File: config.mk
export PLATFORM = sky130hd
export DESIGN_NAME = gauss_top
export DESIGN_NICKNAME = d
export VERILOG_FILES = /design/src/gauss_pkg.sv /design/src/elim_phase.sv /design/src/elim_step.sv /design/src/gauss_top.sv /design/src/matrix_ram.sv
export SDC_FILE = /design/constraint.sdc
export NUM_CORES = 1
export LEC_CHECK = 0
export BUFFER_PORTS_ARGS = -buffer_cell sky130_fd_sc_hd__buf_2
export CAP_MARGIN = 20
export CORE_ASPECT_RATIO = 1.5
export CORE_MARGIN = 3
export CORE_UTILIZATION = 45
export DETAILED_ROUTE_END_ITERATION = 12
export PLACE_DENSITY = 0.67
export SLEW_MARGIN = 20
export SYNTH_ARGS = -nofsm -noshare
export SYNTH_HDL_FRONTEND = slang
export SYNTH_HIERARCHICAL = 1
export SYNTH_SLANG_ARGS = --single-unit
File: constraint.sdc
create_clock -name clk -period 3.3 [get_ports clk]
set_input_delay 0.495 -clock clk [delete_from_list [all_inputs] [get_ports clk]]
set_output_delay 0.495 -clock clk [all_outputs]
set_load 0.02 [all_outputs]
File: src/gauss_pkg.sv
package gauss_pkg;

  // Matrix geometry
  localparam int ROWS = 8;                // Matrix rows, one pivot per row
  localparam int COLS = 16;               // Row width in bits
  localparam int ROW_AW = $clog2(ROWS);   // Row address width

  // Row address, also used as pivot column index
  typedef logic [ROW_AW-1:0] row_idx_t;

  // Column counter, one extra bit so it can hold ROWS
  typedef logic [ROW_AW:0] col_cnt_t;

  // Column c of the matrix sits at bit COLS-1-c
  // Left block is columns 0..7, i.e. the upper byte
  typedef logic [COLS-1:0] row_t;

  // Row write access
  typedef struct packed {
    logic     en;     // Single-cycle write strobe
    row_idx_t addr;   // Row to write
    row_t     data;   // New row contents
  } row_wr_t;

  // Row read access
  // Data is returned one cycle after en
  typedef struct packed {
    logic     en;     // Single-cycle read strobe
    row_idx_t addr;   // Row to read
  } row_rd_t;

endpackage

File: src/elim_phase.sv
`timescale 1ns/1ns

module elim_phase (
  input  logic                clk,
  input  logic                rst_n,
  input  logic                start,        // One-cycle run request
  input  gauss_pkg::row_idx_t start_col,    // First pivot column
  input  logic                step_done,
  input  logic                step_fail,
  output logic                busy,         // Engine owns the memory
  output logic                step_start,
  output gauss_pkg::row_idx_t pivot_col,
  output logic                done,         // One-cycle pulse on success
  output logic                fail          // Sticky until the cycle after start
);

  gauss_pkg::col_cnt_t col_cnt;     // Current pivot column
  gauss_pkg::col_cnt_t col_next;    // Column for the coming cycle
  logic                running;     // Run in progress
  logic                last_step;   // Current column is the last one
  logic                fail_flag;   // Failure seen in this run
  logic                step_end;    // Step finished inside a run

  assign step_end = running && step_done;

  // Load on start, advance after each good step
  always_comb begin
    if (start) begin
      col_next = {1'b0, start_col};
    end else if (step_end && !last_step) begin
      col_next = col_cnt + 1'b1;
    end else begin
      col_next = col_cnt;
    end
  end

  always_ff @(posedge clk) begin
    if (!rst_n) begin
      running    <= 1'b0;
      col_cnt    <= '0;
      last_step  <= 1'b0;
      step_start <= 1'b0;
      done       <= 1'b0;
      fail_flag  <= 1'b0;
    end else begin
      // Ends after the last step or at once on a failing step
      running    <= start || (running && !(step_done && (last_step || step_fail)));
      col_cnt    <= col_next;
      last_step  <= (col_next == gauss_pkg::col_cnt_t'(gauss_pkg::ROWS - 1));
      step_start <= start || (step_end && !last_step && !step_fail);
      done       <= step_end && last_step && !step_fail;
      if (start) begin
        fail_flag <= 1'b0;                 // New run, forget old failure
      end else if (step_end && step_fail) begin
        fail_flag <= 1'b1;                 // Rises where done would have
      end
    end
  end

  assign busy      = running;
  assign pivot_col = gauss_pkg::row_idx_t'(col_cnt);
  assign fail      = fail_flag;

endmodule

File: src/elim_step.sv
`timescale 1ns/1ns

module elim_step (
  input  logic                clk,
  input  logic                rst_n,
  input  logic                step_start,   // One-cycle kick from phase controller
  input  gauss_pkg::row_idx_t pivot_col,    // Held stable for the whole step
  input  gauss_pkg::row_t     rd_data,      // Row read one cycle earlier
  output gauss_pkg::row_rd_t  eng_rd,
  output gauss_pkg::row_wr_t  eng_wr,
  output logic                step_done,    // One-cycle end of step
  output logic                step_fail     // No pivot found, valid with step_done
);

  // SEARCH walks rows from the diagonal downward
  // SWEEP walks all rows and clears the pivot column
  typedef enum logic [1:0] {
    IDLE,
    SEARCH,
    SWEEP
  } state_t;

  state_t               state;
  gauss_pkg::col_cnt_t  rd_ptr;     // Next row to read, ROWS means exhausted
  logic                 rd_vld;     // rd_data carries a row this cycle
  gauss_pkg::row_idx_t  vld_addr;   // Address of the row on rd_data
  gauss_pkg::row_t      diag_row;   // Diagonal row as first read in SEARCH
  gauss_pkg::row_t      piv_row;    // Pivot row after repair, used in SWEEP
  logic                 hit;        // Pivot bit set in returned row
  logic                 is_diag;    // Returned row is the diagonal row
  logic                 last_row;   // Returned row is the bottom row
  logic                 rd_more;    // Rows left to read in this pass
  logic                 add_wr;     // Diagonal repair write
  logic                 sweep_wr;   // Elimination write-back

  // Column c lives at bit COLS-1-c
  assign hit      = rd_data[gauss_pkg::COLS - 1 - pivot_col];
  assign is_diag  = (vld_addr == pivot_col);
  assign last_row = (vld_addr == gauss_pkg::row_idx_t'(gauss_pkg::ROWS - 1));
  assign rd_more  = (state != IDLE) &&
                    (rd_ptr < gauss_pkg::col_cnt_t'(gauss_pkg::ROWS));

  // Pivot found below the diagonal, so the diagonal bit was zero
  assign add_wr   = (state == SEARCH) && rd_vld && hit && !is_diag;
  // Every non-diagonal row with the pivot bit gets the pivot row added
  assign sweep_wr = (state == SWEEP) && rd_vld && hit && !is_diag;

  // Memory requests
  // Next read overlaps the write-back of the current row
  always_comb begin
    eng_rd.en   = rd_more;
    eng_rd.addr = gauss_pkg::row_idx_t'(rd_ptr);
    eng_wr.en   = add_wr || sweep_wr;
    eng_wr.addr = add_wr ? pivot_col : vld_addr;     // Repair targets the diagonal
    if (add_wr) begin
      eng_wr.data = rd_data ^ diag_row;              // GF(2) row addition
    end else begin
      eng_wr.data = rd_data ^ piv_row;               // Clear pivot column
    end
  end

  // Control FSM
  always_ff @(posedge clk) begin
    if (!rst_n) begin
      state     <= IDLE;
      rd_ptr    <= '0;
      rd_vld    <= 1'b0;
      step_done <= 1'b0;
      step_fail <= 1'b0;
    end else begin
      rd_vld    <= eng_rd.en;                        // Data follows one cycle later
      step_done <= 1'b0;
      step_fail <= 1'b0;
      case (state)
        IDLE: begin
          if (step_start) begin
            state  <= SEARCH;
            rd_ptr <= {1'b0, pivot_col};             // Rows above are finished
          end
        end
        SEARCH: begin
          if (eng_rd.en) begin
            rd_ptr <= rd_ptr + 1'b1;
          end
          if (rd_vld && hit) begin
            state  <= SWEEP;
            rd_ptr <= '0;                            // Sweep covers every row
            rd_vld <= 1'b0;                          // Drop the read in flight
          end else if (rd_vld && last_row) begin
            state     <= IDLE;                       // Column has no pivot
            step_done <= 1'b1;
            step_fail <= 1'b1;
          end
        end
        SWEEP: begin
          if (eng_rd.en) begin
            rd_ptr <= rd_ptr + 1'b1;
          end
          if (rd_vld && last_row) begin
            state     <= IDLE;                       // Bottom row written back
            step_done <= 1'b1;
          end
        end
        default: begin
          state <= IDLE;
        end
      endcase
    end
  end

  // Row datapath
  always_ff @(posedge clk) begin
    vld_addr <= gauss_pkg::row_idx_t'(rd_ptr);       // Tag for the returning row
    if (state == SEARCH && rd_vld && is_diag) begin
      diag_row <= rd_data;                           // First row of every search
    end
    if (state == SEARCH && rd_vld && hit) begin
      if (is_diag) begin
        piv_row <= rd_data;                          // Diagonal already usable
      end else begin
        piv_row <= rd_data ^ diag_row;               // Same value as the repair write
      end
    end
  end

endmodule

File: src/gauss_top.sv
`timescale 1ns/1ns

module gauss_top (
  input  logic                clk,
  input  logic                rst_n,
  input  logic                start,       // One-cycle run request
  input  gauss_pkg::row_idx_t start_col,   // First pivot column of the run
  output logic                done,        // Run completed, matrix systematic
  output logic                fail,        // Run stopped, no pivot in a column
  input  gauss_pkg::row_rd_t  host_rd,     // Host read, only while idle
  output gauss_pkg::row_t     rd_data,     // Read row, one cycle after strobe
  input  gauss_pkg::row_wr_t  host_wr      // Host write, only while idle
);

  logic                busy;         // Run active, engine owns memory
  logic                step_start;   // Phase to step kick
  logic                step_done;    // Step to phase completion
  logic                step_fail;    // Step found no pivot
  gauss_pkg::row_idx_t pivot_col;    // Column under elimination
  gauss_pkg::row_rd_t  eng_rd;       // Engine read request
  gauss_pkg::row_wr_t  eng_wr;       // Engine write request

  // Row storage and host port
  matrix_ram u_matrix_ram (
    .clk     (clk),
    .busy    (busy),
    .host_rd (host_rd),
    .host_wr (host_wr),
    .eng_rd  (eng_rd),
    .eng_wr  (eng_wr),
    .rd_data (rd_data)
  );

  // Column sequencing
  elim_phase u_elim_phase (
    .clk        (clk),
    .rst_n      (rst_n),
    .start      (start),
    .start_col  (start_col),
    .step_done  (step_done),
    .step_fail  (step_fail),
    .busy       (busy),
    .step_start (step_start),
    .pivot_col  (pivot_col),
    .done       (done),
    .fail       (fail)
  );

  // One elimination step per column
  // Shares rd_data with the host side
  elim_step u_elim_step (
    .clk        (clk),
    .rst_n      (rst_n),
    .step_start (step_start),
    .pivot_col  (pivot_col),
    .rd_data    (rd_data),
    .eng_rd     (eng_rd),
    .eng_wr     (eng_wr),
    .step_done  (step_done),
    .step_fail  (step_fail)
  );

endmodule

File: src/matrix_ram.sv
`timescale 1ns/1ns

module matrix_ram (
  input  logic               clk,
  input  logic               busy,      // Engine owns the memory
  input  gauss_pkg::row_rd_t host_rd,
  input  gauss_pkg::row_wr_t host_wr,
  input  gauss_pkg::row_rd_t eng_rd,
  input  gauss_pkg::row_wr_t eng_wr,
  output gauss_pkg::row_t    rd_data    // Shared by host and engine
);

  gauss_pkg::row_t    mem [gauss_pkg::ROWS];   // One whole row per word
  gauss_pkg::row_rd_t rd_sel;                  // Read port in use
  gauss_pkg::row_wr_t wr_sel;                  // Write port in use

  // Engine wins whenever a run is active
  // Host and engine never access in the same cycle
  always_comb begin
    if (busy) begin
      rd_sel = eng_rd;
      wr_sel = eng_wr;
    end else begin
      rd_sel = host_rd;
      wr_sel = host_wr;
    end
  end

  // Write array, no reset on contents
  always_ff @(posedge clk) begin
    if (wr_sel.en) begin
      mem[wr_sel.addr] <= wr_sel.data;   // Full row replace
    end
  end

  // Registered read, old data on same-address write
  // Output holds between strobes
  always_ff @(posedge clk) begin
    if (rd_sel.en) begin
      rd_data <= mem[rd_sel.addr];       // Valid one cycle after strobe
    end
  end

endmodule

# ---- Word-level counts from Yosys, hierarchy flattened
# Memory sizes are Yosys's and may differ from the RTL's. A register that Yosys moved wholly into a read port is not among the register bits.
# Index checks and enable logic that the tools add are counted.
dict set report totals {
  word_cells 85
  ram_bits 128
  memories 1
  ff_bits 53
  in_bits 30
}
# memory words width rd rd_clocked_by_memory_dff write_ports line
set memory_table {}
lappend memory_table {u_matrix_ram.mem 8 16 1 1 1 matrix_ram.sv:13} ;# gauss_pkg::row_t mem [gauss_pkg::ROWS];
dict set report op_classes {
  n_bitwise 3
  muxes 24
  magnitude_cmp 2
  n_addsub 3
  eq_ne 6
  reduce_logical 32
}
# operator count
set op_table {}
lappend op_table {{$lt 32x5->1 const B} 1}
lappend op_table {{$mux 16} 2}
lappend op_table {{$xor 16x16->16} 2}
lappend op_table {{$mux 4} 6}
lappend op_table {{$mux 20} 1}
lappend op_table {{$logic_and 1x1->1} 18}
lappend op_table {{$pmux 4 s3} 1}
lappend op_table {{$add 4x1->4 const B} 2}
lappend op_table {{$mux 1} 7}
lappend op_table {{$mux 2} 3}
lappend op_table {{$pmux 2 s3} 1}
lappend op_table {{$sub 4x3->5 const A} 1}
lappend op_table {{$bmux 1 s4} 1}
lappend op_table {{$eq 4x3->1 const B} 1}
lappend op_table {{$logic_not 1->1} 4}
lappend op_table {{$logic_or 1x1->1} 4}
lappend op_table {{$lt 4x4->1 const B} 1}
lappend op_table {{$reduce_and 2->1} 2}
lappend op_table {{$eq 3x3->1} 1}
lappend op_table {{$eq 3x3->1 const B} 1}
lappend op_table {{$mux 3} 1}
lappend op_table {{$reduce_bool 3->1} 1}
lappend op_table {{$eq 2x1->1 const B} 1}
lappend op_table {{$eq 2x2->1 const B} 1}
lappend op_table {{other kinds (6)} 6}

# ---- Depth between registers and ports, before layout
# Gate-level depths: netlist (run 1).
dict set report logic_depth {
  ltp_word 9
  depth_mapped 12
}

# ---- By module
# Netlist (run 1), hierarchy kept.
# mod area_each_um2 seq_area_each_um2 instances cells_per_inst
set by_module_without_submodules {}
lappend by_module_without_submodules {matrix_ram 6326.1 4324.1 1 493}
lappend by_module_without_submodules {elim_step 2768.9 1201.2 1 277}
lappend by_module_without_submodules {elim_phase 404.1 180.2 1 44}

# ---- Worst setup path before layout (run 1)
# OpenSTA, ideal clock, no wires.
dict set report synth_path {
  path_type {reg-to-reg}
  startpoint {register u_elim_phase.col_cnt[0]}
  endpoint {memory u_matrix_ram/mem[2][0] (netlist bit), enable pin}
  stages_incl_launch_ff 13
  t_required_ns 2.912
  slack_ns 0.397
  n_path_buf 3
  arrival_ns 2.515
  setup_time_ns 0.388
  period_less_slack_ns 2.903
  path_cell_list {dfxtp_1 > buf_4 > buf_6 > mux2i_1 > a31oi_4 > nand4_4 > inv_4 > buf_6 > nand2_1 > nand2_1 > nand2_1 > o32a_1 > nor2_1}
}
# item line
set synth_lines {}
lappend synth_lines {{from (decl)} elim_phase.sv:17} ;# gauss_pkg::col_cnt_t col_cnt;
lappend synth_lines {{from (signal assigned)} elim_phase.sv:48} ;# col_cnt <= col_next;
lappend synth_lines {{to (decl)} matrix_ram.sv:13}

==> run metrics, run 1 <==
CTS resizes 0; met3 WL post-DR between 1000 and 1500 um; clock sinks between 150 and 200; PortBufs 47; slew margin rel. 0.5127; Peak Freq 0.3403 GHz; antenna violations before repair 0; top cell type's share of synthesized area 0.5564; Final Cycle Share 0.8906; WHS 0.3162 ns; Routed wire per std cell slightly above 20 um; Cell variety after synth a little under 60; Critical Path Fanout Max 18; Max Cap Violations 0; post-synthesis net count 850; Rows 64; Crit. End Element register; Worst-Margin Slew just over 0.7 ns; register bit total from synthesis roughly 200; Placed Area 9962 um2; most area-hungry cell type in the Yosys netlist edfxtp_1; met2 WL 11840 um; P_leak 3.679 nW; synthesized area per cell 11.67 um2; Cells after Synth 814; Post-synth EDFFs between 150 and 200; Detailed Routing Iterations Pass 1 6; fraction of registers with async set/reset 0; RePlAce Congestion between 0.8 and 0.9; dpl hpwl 14970 um; post-synthesis sequential area ratio 0.6006; crit path DAT 3.07 ns; fin nets 892; PD cells 552.0 nW/um2; Initial Util 0.4616; Primary FF master, synth edfxtp_1; clock latency on the worst-skew pair 0.44 ns; top sig layer met4; skew final 0.01065 ns; Hold Buf Count CTS 0; critical path launch point type register; final hold viol count 0; grt ovf 0; Synth top cells by count edfxtp_1 (176), nand2_1 (102), a21oi_1 (62); DP Worst Slack about 0.44 ns; final wirelength 22770 um; Die Area 22920 um2; Period minus WS final ~2.9 ns; Sum Neg Setup Slack 0 ns; outcome finished clean; fraction of layout instances using a drive strength above 1 0.1705; Cell Area, Synth 9499 um2; CTS tree built; antenna-violating nets left 0; die width 124.6 um; vias in the first global route 6383; Core Area between 20000 and 25000 um2; final worst slack roughly 0.36 ns; Req. time, crit path 3.43 ns; CTS Buffer Depth 2; Vias/cell 5.854; io pins 48; endpoints failing setup 0; Synth Warn # 6; most numerous cell in the Yosys netlist edfxtp_1; Post-Layout Inst Area 10530 um2; area grow syn2layout 10.85%; antenna diode instance count 0; die height 183.9 um; setup repair bufs after CTS 0; fin util 0.5117; Min-Delay Path Class in2reg; Clock transition at path regs ~0.07 ns; final std cells w/o fill 1132; Vias 6627; RSZ-0062 raised after global routing false; Area contributors post-synth edfxtp_1 (56%), dfxtp_1 (4.4%), nand2_1 (4.0%); DRC 0; Worst VDD drop between 300 and 400 uV; CTS root buf clkbuf_16; met1 WL 9296 um; CTS Buf Count 17; total power 5.813 mW; placed cells 1101; Global Route Usage Sum 0.1987; Pins Over Slew Limit 0; largest net degree at the start of global routing 44; H-tree depth 4; Iter 0 DRT Violations approximately 740; WS Path Type reg2reg; first-pass GRT wire length 35730 um
## critical path: stages (launching register included)
cell and delay, ns:
dfxtp_1 0.49, buf_4 0.20, mux2i_1 0.18, nand2_1 0.13, nand4_4 0.20, inv_4 0.13, nand3_1 0.11, nand2_1 0.08
inv_1 0.06, a32oi_1 0.14, nor2_1 0.56, buf_4 0.34
## cells by family (layout without fill, tap and decap cells)
family,after synthesis,count (layout),share of synthesized area
AND/OR/NAND/NOR,287,287,0.1567
flip-flops,197,197,0.6006
AO/OA/AOI/OAI,194,194,0.1344
buffers and inverters,82,136,0.04795
multiplexers,27,27,0.03306
XOR/XNOR,21,21,0.01936
adder cells (fa/ha/maj),6,6,0.007903
## path summary, 6_finish.rpt
| check | from | to | slack [ns] | depth (start not counted) |
|---|---|---|---|---|
| max | u_elim_phase/col_cnt[0] | u_matrix_ram/mem[6][0] | 0.36 | 11 |
| min | start | u_elim_phase/fail | 0.32 | 2 |
| max reg2reg | u_elim_phase/col_cnt[0] | u_matrix_ram/mem[6][0] | 0.36 | 11 |
| min reg2reg | u_elim_step/step_fail | u_elim_phase/done | 0.46 | 1 |
## flip-flops by register name (all words and copies together), names as in the netlist, 2 cells and up
register / flops
u_matrix_ram/rd_data: 16
u_elim_phase/col_cnt: 4
u_elim_step/vld_addr: 3
u_elim_step/rd_ptr: 4
u_elim_step/piv_row: 16
u_elim_step/state: 2
u_matrix_ram/mem: 128
u_elim_step/diag_row: 16
## per-layer routing
layer / vias to the layer above / track usage
li1: 3118 / -
met1: 3256 / 0.2470
met2: 218 / 0.3540
met3: 35 / 0.03227
met4: 0 / 0.06538
met5: - / 0
## power by group
part | internal (mW) | switching [mW] | leakage (nW) | total, mW
Clock | 1.06 | 0.961 | 0.275 | 2.03
Sequential | 2.85 | 0.0833 | 1.78 | 2.93
Combinational | 0.301 | 0.553 | 1.63 | 0.854
Total | 4.21 | 1.60 | 3.68 | 5.81
## cell type report
cell class | instances | area, um2
fillers | 1768 | 10050
clock buffers | 18 | 429.2
flip-flops and latches | 197 | 5709
multi-input cells | 535 | 3343
well taps | 264 | 330.3
clock inverters | 13 | 138.9
repair buffers | 80 | 483.0
inverters | 25 | 96.34
## cells in the final DEF (no fill, tap or decap), types with 8 or more instances in the layout
cell type and n:
buf_4 33, o211ai_1 13, o221ai_1 11, edfxtp_1 176
xnor2_1 19, a211oi_1 12, nor2_1 54, nor2b_1 35
o22ai_1 23, a21oi_1 62, buf_2 47, clkbuf_16 17
inv_1 24, o21ai_0 29, nand3_1 29, nor2_2 8
mux2_2 17, nand4b_1 33, dfxtp_1 20, a211o_1 12
nand2_1 102
Power figures use the tool's default switching activity.
==> inputs of run 2 (changes only) <==
--- a/config.mk
+++ b/config.mk
@@ -8,7 +8,6 @@
 export BUFFER_PORTS_ARGS = -buffer_cell sky130_fd_sc_hd__buf_2
 export CAP_MARGIN = 20
 export CORE_ASPECT_RATIO = 1.5
-export CORE_MARGIN = 3
 export CORE_UTILIZATION = 45
 export DETAILED_ROUTE_END_ITERATION = 12
 export PLACE_DENSITY = 0.67
==> run metrics, run 2 (same netlist as run 1, synthesis figures left out) <==
Initial Util 0.4616 (unchanged); total power 5.736 mW (-1.3%); antenna diode instance count 0 (unchanged); Max Cap Violations 0 (unchanged); Crit. End Element register; endpoints failing setup 0 (unchanged); Final Cycle Share 0.8584 (-0.03218); PD cells 547.4 nW/um2 (-0.84%); most frequent cells in the layout edfxtp_1 (176), nand2_1 (102), a21oi_1 (62), nor2_1 (54), buf_2 (47); PortBufs 47 (unchanged); Iter 0 DRT Violations 750 (+2.0%); io pins 48 (unchanged); Period minus WS final 2.833 ns (-0.1062 ns); final hold viol count 0 (unchanged); largest net degree at the start of global routing 56 (+27%); Rows 64 (unchanged); crit path DAT 2.95 ns (-0.12 ns); Req. time, crit path 3.42 ns (about the same); Pins Over Slew Limit 0 (unchanged); area grow syn2layout 10.31%; grt ovf 0 (unchanged); slowest stage delay, CP 0.61 ns (+0.05 ns); Min-Delay Path Class in2reg; clock latency on the worst-skew pair 0.44 ns (about the same); dpl hpwl 14910 um (-0.41%); Vias/cell 5.801 (-0.92%); Peak Freq 0.3530 GHz (+3.7%); slew margin rel. 0.4361 (-0.07655); H-tree depth 4 (unchanged); CTS tree built; setup repair bufs after CTS 0 (unchanged); clock sinks 197 (unchanged); Critical Path Fanout Max 28 (+10); Clock transition at path regs 0.07 ns (about the same); Sum Neg Setup Slack 0 ns (unchanged); antenna violations before repair 0 (unchanged); Global Route Usage Sum 0.2121 (+0.01348); CTS Buf Count 17 (unchanged); CTS Buffer Depth 2 (unchanged); skew final 0.006302 ns (-0.004346 ns); fraction of layout instances using a drive strength above 1 0.1655 (-0.004998); Worst-Margin Slew 0.8446 ns (+0.1199 ns); Detailed Routing Iterations Pass 1 5 (-1); multi-input gate area in the final layout 3343 um2 (unchanged); fillers 1731 (-2.1%); die width 120.6 um (-3.2%); Post-Layout Inst Area 10480 um2 (-0.49%); WHS 0.3084 ns (-0.007803 ns); vias in the first global route 6212 (-2.7%); Reg area 5709 um2 (unchanged); Hold Buf Count CTS 0 (unchanged); most common cell after layout, fill and taps aside edfxtp_1; Core Area 20580 um2 (unchanged); first-pass GRT wire length 34470 um (-3.5%); CP max-delay cell dfxtp_1; Worst VDD drop 392.9 uV (+2.8%); CTS root buf clkbuf_16; Routed wire per std cell 19.69 um (-2.1%); Vias 6543 (-1.3%); Placed Area 9925 um2 (-0.38%); Biggest register u_matrix_ram/mem; critical path launch point type register; critical path cell sequence mux2_4 -> a2bb2oi_4 -> nand4_4 -> inv_4 -> nand2_1 -> nand2_1 -> nand2_1 -> o32a_1 -> nor2_1 -> buf_4; fin nets 887 (-0.56%); final wirelength 22210 um (-2.5%); die height 179.9 um (-2.2%); CTS resizes 0 (unchanged); Die Area 21710 um2 (-5.3%); Largest register FFs 128 (unchanged); outcome finished clean; fin util 0.5092 (-0.002493); RePlAce Congestion 0.8204 (-4.5%); RSZ-0062 raised after global routing false; DRC 0 (unchanged); WS Path Type reg2reg; antenna-violating nets left 0 (unchanged); cell mode on critical path nand2_1; P_leak 3.645 nW (-0.94%)
-- run 2: routing by layer --
metal  global-route usage  routed length (um)  vias to the layer above
li1                     -                   -                     3102
met1               0.2592                9156                     3213
met2               0.3657               11560                      194
met3              0.03617                 950                       34
met4              0.09037                 538                        0
met5                    0                   0                        -
-- run 2: critical path: cells and delay by family (launching register included) --
| kind | cells | cell delay (ns) |
|---|---|---|
| AOI/OAI and AO/OA | 2 | 0.38 |
| buffers and inverters | 2 | 0.63 |
| DFF | 1 | 0.61 |
| muxes | 1 | 0.26 |
| and+or+nand+nor | 5 | 0.62 |
-- run 2: stage by stage --
stage	setup slack, ns	instances
after floorplan	0.3966	814
after detailed placement	0.4964	1096
after CTS	0.4877	1128
after global routing	0.2572	1128
after global placement	0.5707	1096
final	0.4672	1128
-- run 2: where the power goes --
group	internal [mW]	total, mW	leakage (nW)	switching (mW)
Combinational	0.294	0.822	1.60	0.527
Clock	1.04	1.96	0.266	0.921
Sequential	2.85	2.95	1.78	0.0996
Total	4.19	5.74	3.64	1.55
-- run 2: worst paths after layout --
path | slack, ns | cells after the start | end | startpoint
worst min-delay path | 0.31 | 2 | u_elim_phase/fail | start
worst max register to register | 0.47 | 10 | u_matrix_ram/mem[3][3] | u_elim_phase/col_cnt[1]
worst min register to register | 0.48 | 1 | u_elim_phase/done | u_elim_step/step_fail
worst max-delay path | 0.47 | 10 | u_matrix_ram/mem[3][3] | u_elim_phase/col_cnt[1]
-- run 2: layout make-up --
cell class | count | share of cell area
Clock buffer | 17 | 0.04060
Timing Repair Buffer | 75 | 0.04251
Clock inverter | 15 | 0.01230
Multi-Input combinational cell | 535 | 0.3190
Sequential cell | 197 | 0.5448
Inverter | 25 | 0.009194
Tap cell | 264 | 0.03152
